===== src/design/dirty_bit_tracker.sv =====
`timescale 1ns/1ps

module dirty_bit_tracker #(
   parameter int RAM_DEPTH = 1024
) (
   input  logic                          i_clock,
   input  logic                          i_soft_reset,
   // Same index the RAM sees.
   input  logic [$clog2(RAM_DEPTH)-1:0]  i_word_index,
   input  logic                          i_write_strobe,
   input  logic                          i_read_strobe,
   // Dirty state of the last accessed word before that access.
   output logic                          o_dirty
);

   // One bit per RAM word.
   // Set when the word is written since the last soft reset.
   logic [RAM_DEPTH-1:0] dirty_bits;

   // Any access to the word, read or write.
   logic access;

   assign access = i_write_strobe | i_read_strobe;

   // Soft reset clears the whole vector in a single cycle.
   // The reported bit is sampled before a write can set it.
   always_ff @(posedge i_clock) begin
      if (!i_soft_reset) begin
         dirty_bits <= '0;
         o_dirty <= 1'b0;
      end else begin
         if (access) begin
            o_dirty <= dirty_bits[i_word_index];
         end
         if (i_write_strobe) begin
            dirty_bits[i_word_index] <= 1'b1;
         end
      end
   end

   // The written word reads back as dirty on the following cycle.
   a_dirty_after_write: assert property (
      @(posedge i_clock) disable iff (!i_soft_reset)
      i_write_strobe |=> dirty_bits[$past(i_word_index)]
   ) else $error("dirty_bit_tracker: written word not marked dirty");

endmodule


===== config.mk =====
export PLATFORM = sky130hd
export DESIGN_NAME = dirty_bit_tracker
export DESIGN_NICKNAME = d
export VERILOG_FILES = /design/src/design/dirty_bit_tracker.sv
export SDC_FILE = /design/constraint.sdc
export NUM_CORES = 2
export LEC_CHECK = 0
export ABC_AREA = 1
export BUFFER_PORTS_ARGS = -buffer_cell sky130_fd_sc_hd__buf_4
export CAP_MARGIN = 20
export CORE_MARGIN = 2
export CORE_UTILIZATION = 30
export CTS_CLUSTER_DIAMETER = 100
export DETAILED_ROUTE_END_ITERATION = 10
export PLACE_DENSITY = 0.4
export REMOVE_ABC_BUFFERS = 1
export SLEW_MARGIN = 10
export SYNTH_ARGS = -nofsm -noshare
export SYNTH_HDL_FRONTEND = slang
export SYNTH_SLANG_ARGS = --single-unit

===== constraint.sdc =====
create_clock -name i_clock -period 2.65 [get_ports i_clock]
set_clock_uncertainty 0.15 [all_clocks]
set_input_delay 0.265 -clock i_clock [delete_from_list [all_inputs] [get_ports i_clock]]
set_output_delay 0.265 -clock i_clock [all_outputs]
set_load 0.05 [all_outputs]

==> insert_results.sql <==
INSERT INTO impl_metrics (metric_group, metric, value, unit) VALUES
('sta', 'worst-slew-pin-transition', '1000', 'ps'),
('yosys', 'synth_sequential_area_ratio', '0.478', ''),
('setup_path', 'sort_of_element_at_the_start_of_the_critical_path', 'primary input', ''),
('route', 'route.detailed.vias_per_inst', '4.75', ''),
('yosys', 'synthesis.area', '42900', 'µm²'),
('floorplanning', 'fp.dieArea', '146000', 'µm²'),
('placement', 'hpwlAfterDp', '104000', 'µm'),
('setup_path', 'reg2reg_setup_slack', '300', 'ps'),
('cells_and_area', 'final_util', '0.364', ''),
('yosys', 'yosys-mux-area-fraction', '0', ''),
('cts', 'cts_buffers', '120', ''),
('floorplanning', 'core_area', '142000', 'µm²'),
('cells_and_area', 'final_layout_size_suffix_gt1_frac', '0.0964', ''),
('sta', 'report.final.slew_viol_count', '0', ''),
('yosys', 'synth-simple-area-share', '0.249', ''),
('global_routing', 'grt_pass1_vias', '37600', ''),
('route', 'detail_route.first_pass.iterations', '5', ''),
('cells_and_area', 'number_of_nets_in_the_layout', '6321', ''),
('sta', 'finalWorstSetupSlack', '274', 'ps'),
('floorplanning', 'io_pins', '15', ''),
('sta', 'setup_viol', '0', ''),
('cts', 'clkTransAtPathRegs', '60', 'ps'),
('global_routing', 'antenna_found_initial', '7', ''),
('cts', 'clk-insertion-delay-late', '760', 'ps'),
('cts', 'tritoncts_num_sinks', '1025', ''),
('run', 'max_capacitance_violation_count', '0', ''),
('cells_and_area', 'num_antenna_cells', '0', ''),
('route', 'detailedRoute.firstIterationViolations', '2867', ''),
('floorplanning', 'initial_standard_cell_utilization_of_the_core', '0.303', ''),
('global_routing', 'grt_use_total', '0.230', ''),
('run_status', 'status', 'complete, no violations', ''),
('global_routing', 'grt_overflow_total', '0', ''),
('setup_path', 'rr_worst_depth', '16', ''),
('cells_and_area', 'fin_cells', '8298', ''),
('placement', 'portBuffers', '14', ''),
('setup_path', 'crit_path_max_fanout', '56', ''),
('cells_and_area', 'most_common_cell_after_layout_fill_and_taps_aside', 'sky130_fd_sc_hd__nand2_1', ''),
('yosys', 'synth-seq-cells', '1025', ''),
('yosys', 'post_synth.cell_area_avg', '6.78', 'µm²'),
('hold_path', 'worst_hold_path_type', 'primary input to flip-flop', ''),
('sta', 'grt_setup_unrepaired', 'false', ''),
('yosys', 'main_combinational_cell_family_by_area_after_synthesis', 'simple AND/OR/NAND/NOR gates', ''),
('power_and_ir_drop', 'p_leak', '19.7', 'nW'),
('route', 'routed_wirelength', '170000', 'µm'),
('yosys', 'synthXorXnorAreaFrac', '0', ''),
('sta', 'achievable-frequency', '421', 'MHz'),
('hold_path', 'min_to', 'dirty_bits[830]$_SDFFE_PN0P_', ''),
('setup_path', 'crit-reg2reg-launch', 'dirty_bits[495]$_SDFFE_PN0P_', ''),
('placement', 'routabilityCongestion', '0.779', ''),
('yosys', 'syn-instance-count', '6331', ''),
('setup_path', 'setup.worst_path.end_class', 'flip-flop', ''),
('floorplanning', 'fp-row-count', '138', ''),
('setup_path', 'reg2reg_to', 'o_dirty$_SDFFE_PN0P_', ''),
('floorplanning', 'die-height', '382', 'µm'),
('cts', 'cts_root_buffer', 'sky130_fd_sc_hd__clkbuf_16', ''),
('yosys', 'post_synth_num_cell_types', '25', ''),
('sta', 'finalWorstPathRequiredPeriod', '2380', 'ps'),
('global_routing', 'grt_first_pass_wirelength', '254000', 'µm'),
('route', 'route.detailed.drc', '0', ''),
('yosys', 'post_synth_fa_ha_maj_area_fraction', '0', ''),
('setup_path', 'critical_path_class', 'primary input to flip-flop', ''),
('yosys', 'synthesized_area_fraction_occupied_by_ao_oa_aoi_and_oai_cells', '0.176', ''),
('setup_path', 'timing.critical_path.required', '3150', 'ps'),
('cts', 'post_cts_buffers', '0', ''),
('sta', 'fin_tns_setup', '0', 'ps'),
('cts', 'cts_tree', 'yes', ''),
('power_and_ir_drop', 'irDropWorstVdd', '0.563', 'mV'),
('placement', 'preCtsSetupSlack', '-615', 'ps'),
('global_routing', 'grt_start_max_net_pins', '101', ''),
('setup_path', 'cp.arrival', '2880', 'ps'),
('sta', 'post-route-period-util', '0.897', '');
[state kept, by name, summed over array words and instances, names as in the netlist]
name / count
dirty_bits: 1024
o_dirty: 1
[area by class of cell]
class | instances | area, µm²
inverter | 550 | 2080
multi-input combinational | 4275 | 18600
fill | 15200 | 90100
timing repair buffer | 335 | 4150
sequential | 1025 | 20500
clock buffer | 184 | 3540
clock inverter | 39 | 429
tap | 1890 | 2360
[routing by layer]
layer,GRT usage,routed length [µm],part of all wire,vias up
li1,-,-,-,19800
met1,0.326,82300,0.48,18700
met2,0.373,77500,0.46,808
met3,0.0274,7260,0.043,167
met4,0.0515,3010,0.018,2
met5,0,13,0.000076,-
[synth_stat cells]
master	number	area, µm²
sky130_fd_sc_hd__buf_2	179	896
sky130_fd_sc_hd__buf_4	7	52.6
sky130_fd_sc_hd__buf_6	5	56.3
sky130_fd_sc_hd__o21ai_0	276	1380
sky130_fd_sc_hd__buf_1	23	86.3
sky130_fd_sc_hd__nor2_4	2	22.5
sky130_fd_sc_hd__nand4_1	5	31.3
sky130_fd_sc_hd__dfxtp_1	1025	20500
sky130_fd_sc_hd__o22ai_1	4	25.0
sky130_fd_sc_hd__a22oi_1	79	593
sky130_fd_sc_hd__o21bai_1	2	15.0
sky130_fd_sc_hd__or2_2	1	6.26
sky130_fd_sc_hd__o21ai_1	9	45.0
sky130_fd_sc_hd__nand3_1	3	15.0
sky130_fd_sc_hd__nand2_2	1	6.26
sky130_fd_sc_hd__a21oi_1	1100	5510
sky130_fd_sc_hd__inv_1	532	2000
sky130_fd_sc_hd__nor3_1	33	165
sky130_fd_sc_hd__nor3_2	11	110
sky130_fd_sc_hd__nor2_1	725	2720
sky130_fd_sc_hd__inv_2	17	63.8
sky130_fd_sc_hd__nand2_1	2023	7590
sky130_fd_sc_hd__clkbuf_1	267	1000
sky130_fd_sc_hd__nor2_2	1	6.26
sky130_fd_sc_hd__clkinv_1	1	3.75
[critical path, stage by stage]
cell                      delay [ps]
sky130_fd_sc_hd__buf_8           130
sky130_fd_sc_hd__buf_4           170
sky130_fd_sc_hd__buf_12          190
sky130_fd_sc_hd__buf_12          250
sky130_fd_sc_hd__o21ai_0         130
sky130_fd_sc_hd__nand2_1          70
sky130_fd_sc_hd__nand2_1          70
sky130_fd_sc_hd__nand2_1          50
sky130_fd_sc_hd__nand2_1          50
sky130_fd_sc_hd__nor2_1          140
sky130_fd_sc_hd__nand2_1          70
sky130_fd_sc_hd__nand2_1          60
sky130_fd_sc_hd__nand2_1         150
sky130_fd_sc_hd__nor2_2          260
sky130_fd_sc_hd__nor2_1           90
sky130_fd_sc_hd__nor2_1          250
sky130_fd_sc_hd__nand3_1         210
sky130_fd_sc_hd__nor2_1          150
sky130_fd_sc_hd__nor2_1           50
[metrics by stage]
step	hold slack (ps)	cell area, µm²	power [mW]
global placement	286	47600	17.5
finish	170	51600	33.8
floorplan	257	40800	16.2
CTS	102	51600	34.3
global route	198	51600	35.0
detailed placement	290	47600	17.4
[power breakdown]
group | internal [mW] | leakage, nW | total [mW] | switching [mW]
combinational | 0.400 | 9.45 | 1.67 | 1.27
clock | 9.67 | 1.96 | 16.7 | 7.03
sequential | 15.4 | 8.25 | 15.4 | 0.00523
[worst max-delay path by stage]
| stage | start | to | slack, ps | cells after the start |
|---|---|---|---|---|
| floorplan | i_soft_reset | dirty_bits[1000]$_SDFFE_PN0P_ | -6050 | 2 |
| global placement | i_word_index[0] | o_dirty$_SDFFE_PN0P_ | -610 | 19 |
| detailed placement | i_word_index[0] | o_dirty$_SDFFE_PN0P_ | -610 | 19 |
| CTS | dirty_bits[495]$_SDFFE_PN0P_ | o_dirty$_SDFFE_PN0P_ | 180 | 16 |
| global route | dirty_bits[415]$_SDFFE_PN0P_ | o_dirty$_SDFFE_PN0P_ | 40 | 16 |
| finish | i_word_index[0] | o_dirty$_SDFFE_PN0P_ | 270 | 19 |
[cell families (layout without fill, tap and decap cells)]
kind of cell / count (synthesis) / count (layout)
flops: 1025 / 1025
simple gates: 2805 / 2805
compound gates: 1470 / 1470
buf+inv: 1031 / 1108
[what timing repair did]
item	4_1_cts	5_1_grt
setup endpoints to repair	0	1
endpoints found under the hold margin	109	0
resized for setup	0	1
hold buffers	3	0
(Power assumes the default switching activity.)
