==> src/design/mem_stage_pkg.sv <==
package mem_stage_pkg;

   ////////////////////
   // Word geometry.
   ////////////////////

   // Data word width.
   localparam int WORD_BITS = 32;

   // Lane widths derived from the word.
   localparam int HALF_BITS = WORD_BITS / 2;
   localparam int BYTE_BITS = 8;
   localparam int BYTE_LANES = WORD_BITS / BYTE_BITS;

   ////////////////////
   // Access select code.
   ////////////////////

   // Width of the select code driven by decode.
   localparam int SELECT_BITS = 3;

   // Size field in bits 1:0.
   // Code 2 is not a legal size.
   localparam logic [1:0] SEL_SIZE_BYTE = 2'd0;
   localparam logic [1:0] SEL_SIZE_HALF = 2'd1;
   localparam logic [1:0] SEL_SIZE_WORD = 2'd3;

   // Bit 2 asks for zero extension on loads.
   localparam int SEL_UNSIGNED_BIT = 2;

   // Select code held after a soft reset.
   // Signed word access.
   localparam logic [SELECT_BITS-1:0] SEL_RESET = {1'b0, SEL_SIZE_WORD};

   // One memory word seen as a word, two halves or four bytes.
   // Index 0 is the least significant lane in both lane views.
   typedef union packed {
      logic [WORD_BITS-1:0] word;
      logic [1:0][HALF_BITS-1:0] halves;
      logic [BYTE_LANES-1:0][BYTE_BITS-1:0] bytes;
   } mem_word_u;

endpackage

==> src/design/byte_lane_unit.sv <==
`timescale 1ns/1ps

module byte_lane_unit (
   // Store side, straight from the stage inputs.
   input  logic [mem_stage_pkg::WORD_BITS-1:0]    i_store_data,
   input  logic [1:0]                             i_store_offset,
   input  logic [mem_stage_pkg::SELECT_BITS-1:0]  i_store_select,
   output mem_stage_pkg::mem_word_u               o_write_word,
   output logic [mem_stage_pkg::BYTE_LANES-1:0]   o_byte_enable,
   // Load side, from the registered word and stage register.
   input  mem_stage_pkg::mem_word_u               i_read_word,
   input  logic [1:0]                             i_load_offset,
   input  logic [mem_stage_pkg::SELECT_BITS-1:0]  i_load_select,
   output logic [mem_stage_pkg::WORD_BITS-1:0]    o_load_data
);

   // Extension widths for byte and half loads.
   localparam int BYTE_PAD = mem_stage_pkg::WORD_BITS - mem_stage_pkg::BYTE_BITS;
   localparam int HALF_PAD = mem_stage_pkg::WORD_BITS - mem_stage_pkg::HALF_BITS;

   // Selected load lanes before extension.
   logic [mem_stage_pkg::BYTE_BITS-1:0] load_byte;
   logic [mem_stage_pkg::HALF_BITS-1:0] load_half;

   // Fill bits for the upper part of a narrow load.
   logic byte_fill;
   logic half_fill;

   ////////////////////
   // Store steering.
   ////////////////////

   // Low part of the store data goes to the lane picked by the offset.
   // Unused lanes stay zero and are masked by the enables.
   always_comb begin
      o_write_word = '0;
      o_byte_enable = '0;
      case (i_store_select[1:0])
         mem_stage_pkg::SEL_SIZE_BYTE: begin
            o_write_word.bytes[i_store_offset] = i_store_data[mem_stage_pkg::BYTE_BITS-1:0];
            o_byte_enable[i_store_offset] = 1'b1;
         end
         mem_stage_pkg::SEL_SIZE_HALF: begin
            o_write_word.halves[i_store_offset[1]] =
               i_store_data[mem_stage_pkg::HALF_BITS-1:0];
            o_byte_enable = i_store_offset[1] ? 4'b1100 : 4'b0011;
         end
         mem_stage_pkg::SEL_SIZE_WORD: begin
            o_write_word.word = i_store_data;
            o_byte_enable = '1;
         end
         // Illegal size writes nothing.
         default: begin
            o_byte_enable = '0;
         end
      endcase
   end

   ////////////////////
   // Load extraction.
   ////////////////////

   assign load_byte = i_read_word.bytes[i_load_offset];
   assign load_half = i_read_word.halves[i_load_offset[1]];

   // Top bit of the lane for signed loads, zero for unsigned.
   assign byte_fill = ~i_load_select[mem_stage_pkg::SEL_UNSIGNED_BIT] &
                      load_byte[mem_stage_pkg::BYTE_BITS-1];
   assign half_fill = ~i_load_select[mem_stage_pkg::SEL_UNSIGNED_BIT] &
                      load_half[mem_stage_pkg::HALF_BITS-1];

   always_comb begin
      case (i_load_select[1:0])
         mem_stage_pkg::SEL_SIZE_BYTE: o_load_data = {{BYTE_PAD{byte_fill}}, load_byte};
         mem_stage_pkg::SEL_SIZE_HALF: o_load_data = {{HALF_PAD{half_fill}}, load_half};
         default:                      o_load_data = i_read_word.word;
      endcase
   end

   // Load offset and select are the values captured with the last load.
   // They must describe an aligned, legal access.
   always_comb begin
      a_load_size_legal: assert (i_load_select[1:0] != 2'd2)
         else $error("byte_lane_unit: size code 2 on load");
      a_load_half_aligned: assert (i_load_select[1:0] != mem_stage_pkg::SEL_SIZE_HALF ||
                                   !i_load_offset[0])
         else $error("byte_lane_unit: misaligned half load");
      a_load_word_aligned: assert (i_load_select[1:0] != mem_stage_pkg::SEL_SIZE_WORD ||
                                   i_load_offset == 2'b00)
         else $error("byte_lane_unit: misaligned word load");
   end

endmodule

==> config.mk <==
export PLATFORM = sky130hd
export DESIGN_NAME = byte_lane_unit
export DESIGN_NICKNAME = d
export VERILOG_FILES = /design/src/design/mem_stage_pkg.sv /design/src/design/byte_lane_unit.sv
export SDC_FILE = /design/constraint.sdc
export NUM_CORES = 1
export LEC_CHECK = 0
export BUFFER_PORTS_ARGS = -buffer_cell sky130_fd_sc_hd__buf_2
export CORE_MARGIN = 1
export CORE_UTILIZATION = 36
export DETAILED_ROUTE_END_ITERATION = 10
export MAX_ROUTING_LAYER = met4
export PLACE_DENSITY = 0.81
export SLEW_MARGIN = 15
export SYNTH_ARGS = -nofsm -noshare
export SYNTH_HDL_FRONTEND = slang
export SYNTH_SLANG_ARGS = --single-unit
==> constraint.sdc <==
create_clock -name vclk -period 2.5
set_input_delay 0.625 -clock vclk [all_inputs]
set_output_delay 0.625 -clock vclk [all_outputs]
set_load 0.02 [all_outputs]
==> impl_summary.log, run 1 <==
[metrics] Core Footprint: ~3300 µm²
[metrics] worst-case vdd ir drop: 0.108 mV
[metrics] fin cells: about 360
[metrics] Hold Path Origin: i_store_data[31]
[metrics] global-route congestion overflow total: 0
[metrics] final-report max-slew violation count: 0
[metrics] post-synth design cell area: 1250 µm²
[metrics] number of buffers inserted by port buffering: roughly 140
[metrics] upper clock frequency limit: 407 MHz
[metrics] number of cells in the design after placement: 362
[metrics] multi-input gate area in the final layout: 1110 µm²
[metrics] Worst Slack Setup Final: between 0.04 and 0.05 ns
[metrics] Hold Fails Final Rpt: 0
[metrics] Post-CTS Setup Bufs: 0
[metrics] number of endpoints failing setup at the final stage: 0
[metrics] total routing resource utilization after global routing: 25.5%
[metrics] Clock Buffer Count: 0
[metrics] mean area per synthesized cell: between 7 and 8 µm²
[metrics] height of the die: 60.9 µm
[metrics] critical path class: in -> out
[metrics] count of boundary I/O pins: 142
[metrics] actual slew at the worst max-slew pin: around 0.40 ns
[metrics] post-layout instance area: 2040 µm²
[metrics] power per cell area: 241 nW/µm²
[metrics] Avg WL per Cell: 13.4 µm
[metrics] setup repair after global routing missed its margin: true
[metrics] number of different library cells in the post-synthesis netlist: 35
[metrics] number of flip-flops and latches: 0
[metrics] area leader, netlist: sky130_fd_sc_hd__a22o_1
[metrics] worst slew margin relative to its limit: 73.1%
[metrics] overall power of the completed layout: slightly below 0.0005 W
[metrics] Syn Nets: 252
[metrics] maximum fanout count along the critical path: 8
[metrics] routed vias: ~1900
[metrics] final layout net count: 392
[metrics] Ant. Diodes: 0
[metrics] detailed placer's ending HPWL: 3970 µm
[metrics] placed cell area: 2020 µm²
[metrics] post-route antenna net violation count: 0
[metrics] wire length of the first global-routing pass: around 7200 µm
[metrics] area of all sequential standard cells: 0 µm²
[metrics] Min-Delay Path Class: in -> out
[metrics] synthesized instance count: between 150 and 200
[metrics] register area share after synthesis: 0%
[metrics] fill cell total of the finished layout: about 330
[metrics] DRC violations left: 0
[metrics] final worst path period need: around 2.5 ns
[metrics] leakage power: 1.17 nW
[metrics] Worst setup EP type: output pin
[metrics] Initial Utilization: 37.4%
[metrics] die width: a little over 60 µm
[metrics] endpoint of the worst setup timing path: o_load_data[10]
[metrics] area of the die: 3710 µm²
[metrics] area added between synthesis and finish: 63.2%
[metrics] total wirelength of the detailed-routed design: 4850 µm
[metrics] number of DRC violations after detailed-routing iteration 0: 128
[metrics] endpoint arrival time on the critical path: 1.83 ns
[metrics] Min Hold Slack: 1.58 ns
[metrics] warnings from Yosys: 0
[metrics] fin crit share: 98.2%
[metrics] initial antenna violation count: 0
[metrics] first element of the critical path: i_load_offset[1]
[metrics] Synth top area share: approximately 13%
[metrics] Required @ worst endpoint: ~1.9 ns
[metrics] routed via count divided by cell count: 5.35
[metrics] Initial DRT Pass Iterations: 4
[metrics] worst-path cell with the longest stage delay: sky130_fd_sc_hd__mux4_2
[metrics] fraction of final layout cells with drive strength greater than 1: 56.0%
[metrics] cell breakdown of the critical path: buf_4 > mux4_2 > nor3b_4 > a221o_1 > buf_2
[metrics] RD Place Congestion: approximately 0.85
[metrics] top area cells in the synthesized netlist: sky130_fd_sc_hd__a22o_1 13%, sky130_fd_sc_hd__a221o_1 11%, sky130_fd_sc_hd__and2_1 8.5%, sky130_fd_sc_hd__a211oi_1 8.4%, sky130_fd_sc_hd__o21ai_2 7.0%
[metrics] worst setup slack after placement: 0.0100 ns
[metrics] run status: complete, no violations
[metrics] row count: 21
[metrics] max-capacitance violation count: 0
[metrics] startpoint type of the worst setup path: input pin
[metrics] pin count of the biggest net entering global routing: 22
[metrics] via count of the first global-routing pass: 1712
[metrics] critical path's largest stage delay: around 0.48 ns
==> per-stage QoR <==
step | TNS, ns | util [%]
after floorplan | 0 | -
after global placement | 0 | 60.5
after detailed placement | 0 | 60.5
after CTS | 0 | 60.5
after global routing | -0.00576 | 61.1
final | 0 | 61.1
==> cells in the final DEF, fill, tap and decap left out, drive strengths merged, types with 2 or more instances in the layout <==
| cell type | synthesis | layout |
|---|---|---|
| a221o | 14 | 14 |
| nor2 | 6 | 6 |
| mux2 | 2 | 2 |
| buf | 12 | 156 |
| nand2 | 20 | 20 |
| a21o | 7 | 7 |
| a22o | 18 | 18 |
| nand2b | 2 | 2 |
| inv | 9 | 9 |
| a211oi | 14 | 14 |
| o21ai | 18 | 18 |
| and2 | 17 | 17 |
| nor3 | 8 | 8 |
| or2 | 2 | 2 |
| nor2b | 12 | 12 |
==> logic make-up after synthesis <==
| kind of cell | Yosys count | synth area share [%] |
|---|---|---|
| AO/OA/AOI/OAI | 76 | 50.1 |
| AND/OR/NAND/NOR | 71 | 33.1 |
| multiplexers | 4 | 5.71 |
| buffers and inverters | 27 | 11.1 |
==> final cells by class <==
class	instances	share of cell area (%)
inverter	9	1.66
tap	46	2.82
multi-input combinational	151	54.6
timing repair buffer	156	40.9
==> worst min-delay path by stage <==
stage,end,slack (ns),depth (start not counted)
detailed placement,o_write_word[31],1.58,4
global placement,o_write_word[20],1.58,3
finish,o_write_word[31],1.58,4
global route,o_write_word[16],1.61,3
floorplan,o_load_data[18],1.40,2
CTS,o_load_data[21],1.58,4
==> report_power, final <==
group	switching [W]	internal, W	leakage [nW]
clock network	0	0	0
logic	0.000285	0.000206	1.17
registers	0	0	0
==> Yosys cell counts, types with 2 or more instances <==
library cell	number
sky130_fd_sc_hd__a221o_1	14
sky130_fd_sc_hd__o21ai_2	10
sky130_fd_sc_hd__buf_1	2
sky130_fd_sc_hd__nand2b_1	2
sky130_fd_sc_hd__or2_1	2
sky130_fd_sc_hd__and2_1	17
sky130_fd_sc_hd__clkbuf_1	5
sky130_fd_sc_hd__inv_1	9
sky130_fd_sc_hd__buf_2	6
sky130_fd_sc_hd__nor2b_1	11
sky130_fd_sc_hd__a211oi_1	14
sky130_fd_sc_hd__a22o_1	18
sky130_fd_sc_hd__nor3_1	8
sky130_fd_sc_hd__nand2_1	20
sky130_fd_sc_hd__nor2_1	5
sky130_fd_sc_hd__buf_6	3
sky130_fd_sc_hd__o21ai_0	8
sky130_fd_sc_hd__a21o_1	7
==> routing by layer <==
metal  vias up  part of all wire [%]  GRT usage (%)
met5         -                     0              -
met4         0                     0           1.62
met3         0                   7.1          0.640
met2        93                    55           54.2
met1       889                    38           26.6
li1        956                     -              -
==> critical path, delay by kind of cell <==
family,cells,cell delay (ns)
simple gates,1,0.20
mux,1,0.48
buf+inv,2,0.26
compound gates,1,0.27
==> repair_timing <==
action / 4_1_cts / 5_1_grt
resized for setup: 0 / 6
setup endpoints to repair: 0 / 27
hold buffers: 0 / 0
(Power assumes the default switching activity.)
==> inputs of run 2 (changes only) <==
REMOVE_ABC_BUFFERS = 1   (was unset)
==> run 2 against run 1 <==
Against the previous run:
- via count increased by 3.3%
- non-clock buffer count increased by 5
- fmax decreased by 0.90%
- critical path depth unchanged
- clock-buffer cell count unchanged
- flip-flop and latch count unchanged
- largest cell class unchanged
==> impl_summary.log, run 2 (synthesis results as in run 1) <==
[metrics] number of DRC violations after detailed-routing iteration 0: 140 (+9.4%)
[metrics] Clock Buffer Count: 0 (unchanged)
[metrics] part of the power in combinational logic: 100.0% (about the same)
[metrics] total routing resource utilization after global routing: 26.0% (+0.50 points)
[metrics] M1 wire length: 1940 µm (+5.8%)
[metrics] multi-input gate area in the final layout: 1110 µm² (+0.11%)
[metrics] Min Hold Slack: 1.57 ns (-0.0103 ns)
[metrics] final layout net count: 397 (+1.3%)
[metrics] via count of the first global-routing pass: 1659 (-3.1%)
[metrics] highest metal layer with signal wires: met4
[metrics] fill cell total of the finished layout: 313 (-4.9%)
[metrics] worst-case vdd ir drop: 0.148 mV (+37%)
[metrics] final worst path period need: 2.48 ns (+0.0224 ns)
[metrics] Initial DRT Pass Iterations: 4 (unchanged)
[metrics] Core Footprint: 3340 µm² (unchanged)
[metrics] cell breakdown of the critical path: buf_2 > mux4_2 > nor3b_4 > a221o_1 > buf_6
[metrics] Hold Path Origin: i_read_word[18]
[metrics] endpoint arrival time on the critical path: 1.85 ns (+0.02 ns)
[metrics] height of the die: 60.9 µm (unchanged)
[metrics] internal portion of total power: 0.000235 W (+14%)
[metrics] sum of met3 wire segment lengths after detailed routing: 413 µm (+19%)
[metrics] routed via count divided by cell count: 5.45 (+1.8%)
[metrics] Worst setup EP type: output pin
[metrics] global-route congestion overflow total: 0 (unchanged)
[metrics] leakage power: 1.23 nW (+5.1%)
[metrics] routed vias: 2001 (+3.3%)
[metrics] detailed-routed wire length on met2: 2790 µm (+4.7%)
[metrics] setup repair after global routing missed its margin: false
[metrics] RD Place Congestion: 0.828 (-2.6%)
[metrics] Required @ worst endpoint: 1.88 ns (about the same)
[metrics] row count: 21 (unchanged)
[metrics] Avg WL per Cell: 14.5 µm (+8.2%)
[metrics] post-route antenna net violation count: 0 (unchanged)
[metrics] Clk pwr share: 0% (unchanged)
[metrics] power per cell area: 245 nW/µm² (+1.8%)
[metrics] run status: complete, no violations
[metrics] number of cells in the design after placement: 365 (+0.83%)
[metrics] number of cells on the worst hold path: 4 (unchanged)
[metrics] worst slew margin relative to its limit: 73.6% (+0.48 points)
[metrics] worst-path cell with the longest stage delay: sky130_fd_sc_hd__mux4_2
[metrics] area added between synthesis and finish: 73.8%
[metrics] Initial Utilization: 37.4% (unchanged)
[metrics] critical path class: in -> out
[metrics] CP top delay family: multiplexers
[metrics] initial antenna violation count: 0 (unchanged)
[metrics] switching share of total power: 55.9% (-2.2 points)
[metrics] Bufs and invs on worst path: 2 (unchanged)
[metrics] upper clock frequency limit: 404 MHz (-0.90%)
[metrics] number of endpoints failing setup at the final stage: 0 (unchanged)
[metrics] Worst Hold End: o_load_data[18]
[metrics] wire length of the first global-routing pass: 7220 µm (+0.39%)
[metrics] Min-Delay Path Class: in -> out
[metrics] switching power of the nets: 0.000297 W (+4.4%)
[metrics] final-report max-slew violation count: 0 (unchanged)
[metrics] most frequent standard cell in the layout excluding fill and tap cells: sky130_fd_sc_hd__buf_2
[metrics] total wirelength of the detailed-routed design: 5320 µm (+9.7%)
[metrics] number of flip-flops and latches: 0 (unchanged)
[metrics] number of buffers inserted by port buffering: 141 (unchanged)
[metrics] DRC violations left: 0 (unchanged)
[metrics] area of all sequential standard cells: 0 µm² (unchanged)
[metrics] area of the die: 3710 µm² (unchanged)
[metrics] maximum fanout count along the critical path: 8 (unchanged)
[metrics] fin cells: 367 (+1.4%)
[metrics] Seq pwr share: 0% (unchanged)
[metrics] max-capacitance violation count: 0 (unchanged)
[metrics] Hold Fails Final Rpt: 0 (unchanged)
[metrics] actual slew at the worst max-slew pin: 0.396 ns (-0.00716 ns)
[metrics] fraction of final layout cells with drive strength greater than 1: 56.4% (+0.37 points)
[metrics] startpoint type of the worst setup path: input pin
[metrics] count of boundary I/O pins: 142 (unchanged)
[metrics] detailed placer's ending HPWL: 4210 µm (+6.2%)
[metrics] fin crit share: 99.1% (+0.90 points)
[metrics] die width: 60.9 µm (unchanged)
[metrics] most used cells in the layout excluding fill and tap cells: 130 x sky130_fd_sc_hd__buf_2, 20 x sky130_fd_sc_hd__nand2_1, 18 x sky130_fd_sc_hd__a22o_1
[metrics] Ant. Diodes: 0 (unchanged)
[metrics] pin count of the biggest net entering global routing: 17 (-23%)
[metrics] critical path's largest stage delay: 0.45 ns (-0.03 ns)
[run 2: final cells by class]
type / instances / share of cell area, %
multi-input combinational: 151 / 51.3
timing repair buffer: 161 / 44.5
tap: 46 / 2.65
inverter: 9 / 1.56
[run 2: what timing repair did]
action,4_1_cts,5_1_grt
gates resized for setup,3,24
buffers inserted,0,1
cloned,0,1
pin swaps,0,0
hold buffers,0,0
endpoints found under the setup margin,3,8
[run 2: power groups by stage]
stage	clock network, W	logic [W]	registers, W
floorplan	0	0.000270	0
finish	0	0.000532	0
global route	0	0.000570	0
CTS	0	0.000499	0
global placement	0	0.000488	0
detailed placement	0	0.000494	0
[run 2: worst max-delay path by stage]
stage	end	cells after the start	start
after CTS	o_load_data[8]	5	i_read_word[31]
after global routing	o_load_data[8]	5	i_read_word[7]
after global placement	o_load_data[9]	5	i_load_offset[1]
final	o_load_data[8]	5	i_read_word[7]
after floorplan	o_load_data[0]	3	i_load_offset[0]
after detailed placement	o_load_data[8]	5	i_load_offset[1]
[run 2: routing by layer]
| metal | up-vias | GRT usage, % |
|---|---|---|
| li1 | 965 | - |
| met1 | 899 | 26.8 |
| met2 | 123 | 51.6 |
| met3 | 14 | 2.13 |
| met4 | 0 | 7.47 |
| met5 | - | - |
[run 2: metrics by stage]
step	utilization [%]	area [µm²]	total power [W]	setup slack (ns)	setup TNS [ns]
floorplan	-	1140	0.000270	0.0670	0
global placement	61.6	2050	0.000488	0.00567	0
detailed placement	61.6	2050	0.000494	-0.0149	-0.0149
CTS	61.9	2070	0.000499	0.0149	0
global route	65.1	2170	0.000570	0.00404	0
finish	65.1	2170	0.000532	0.0220	0
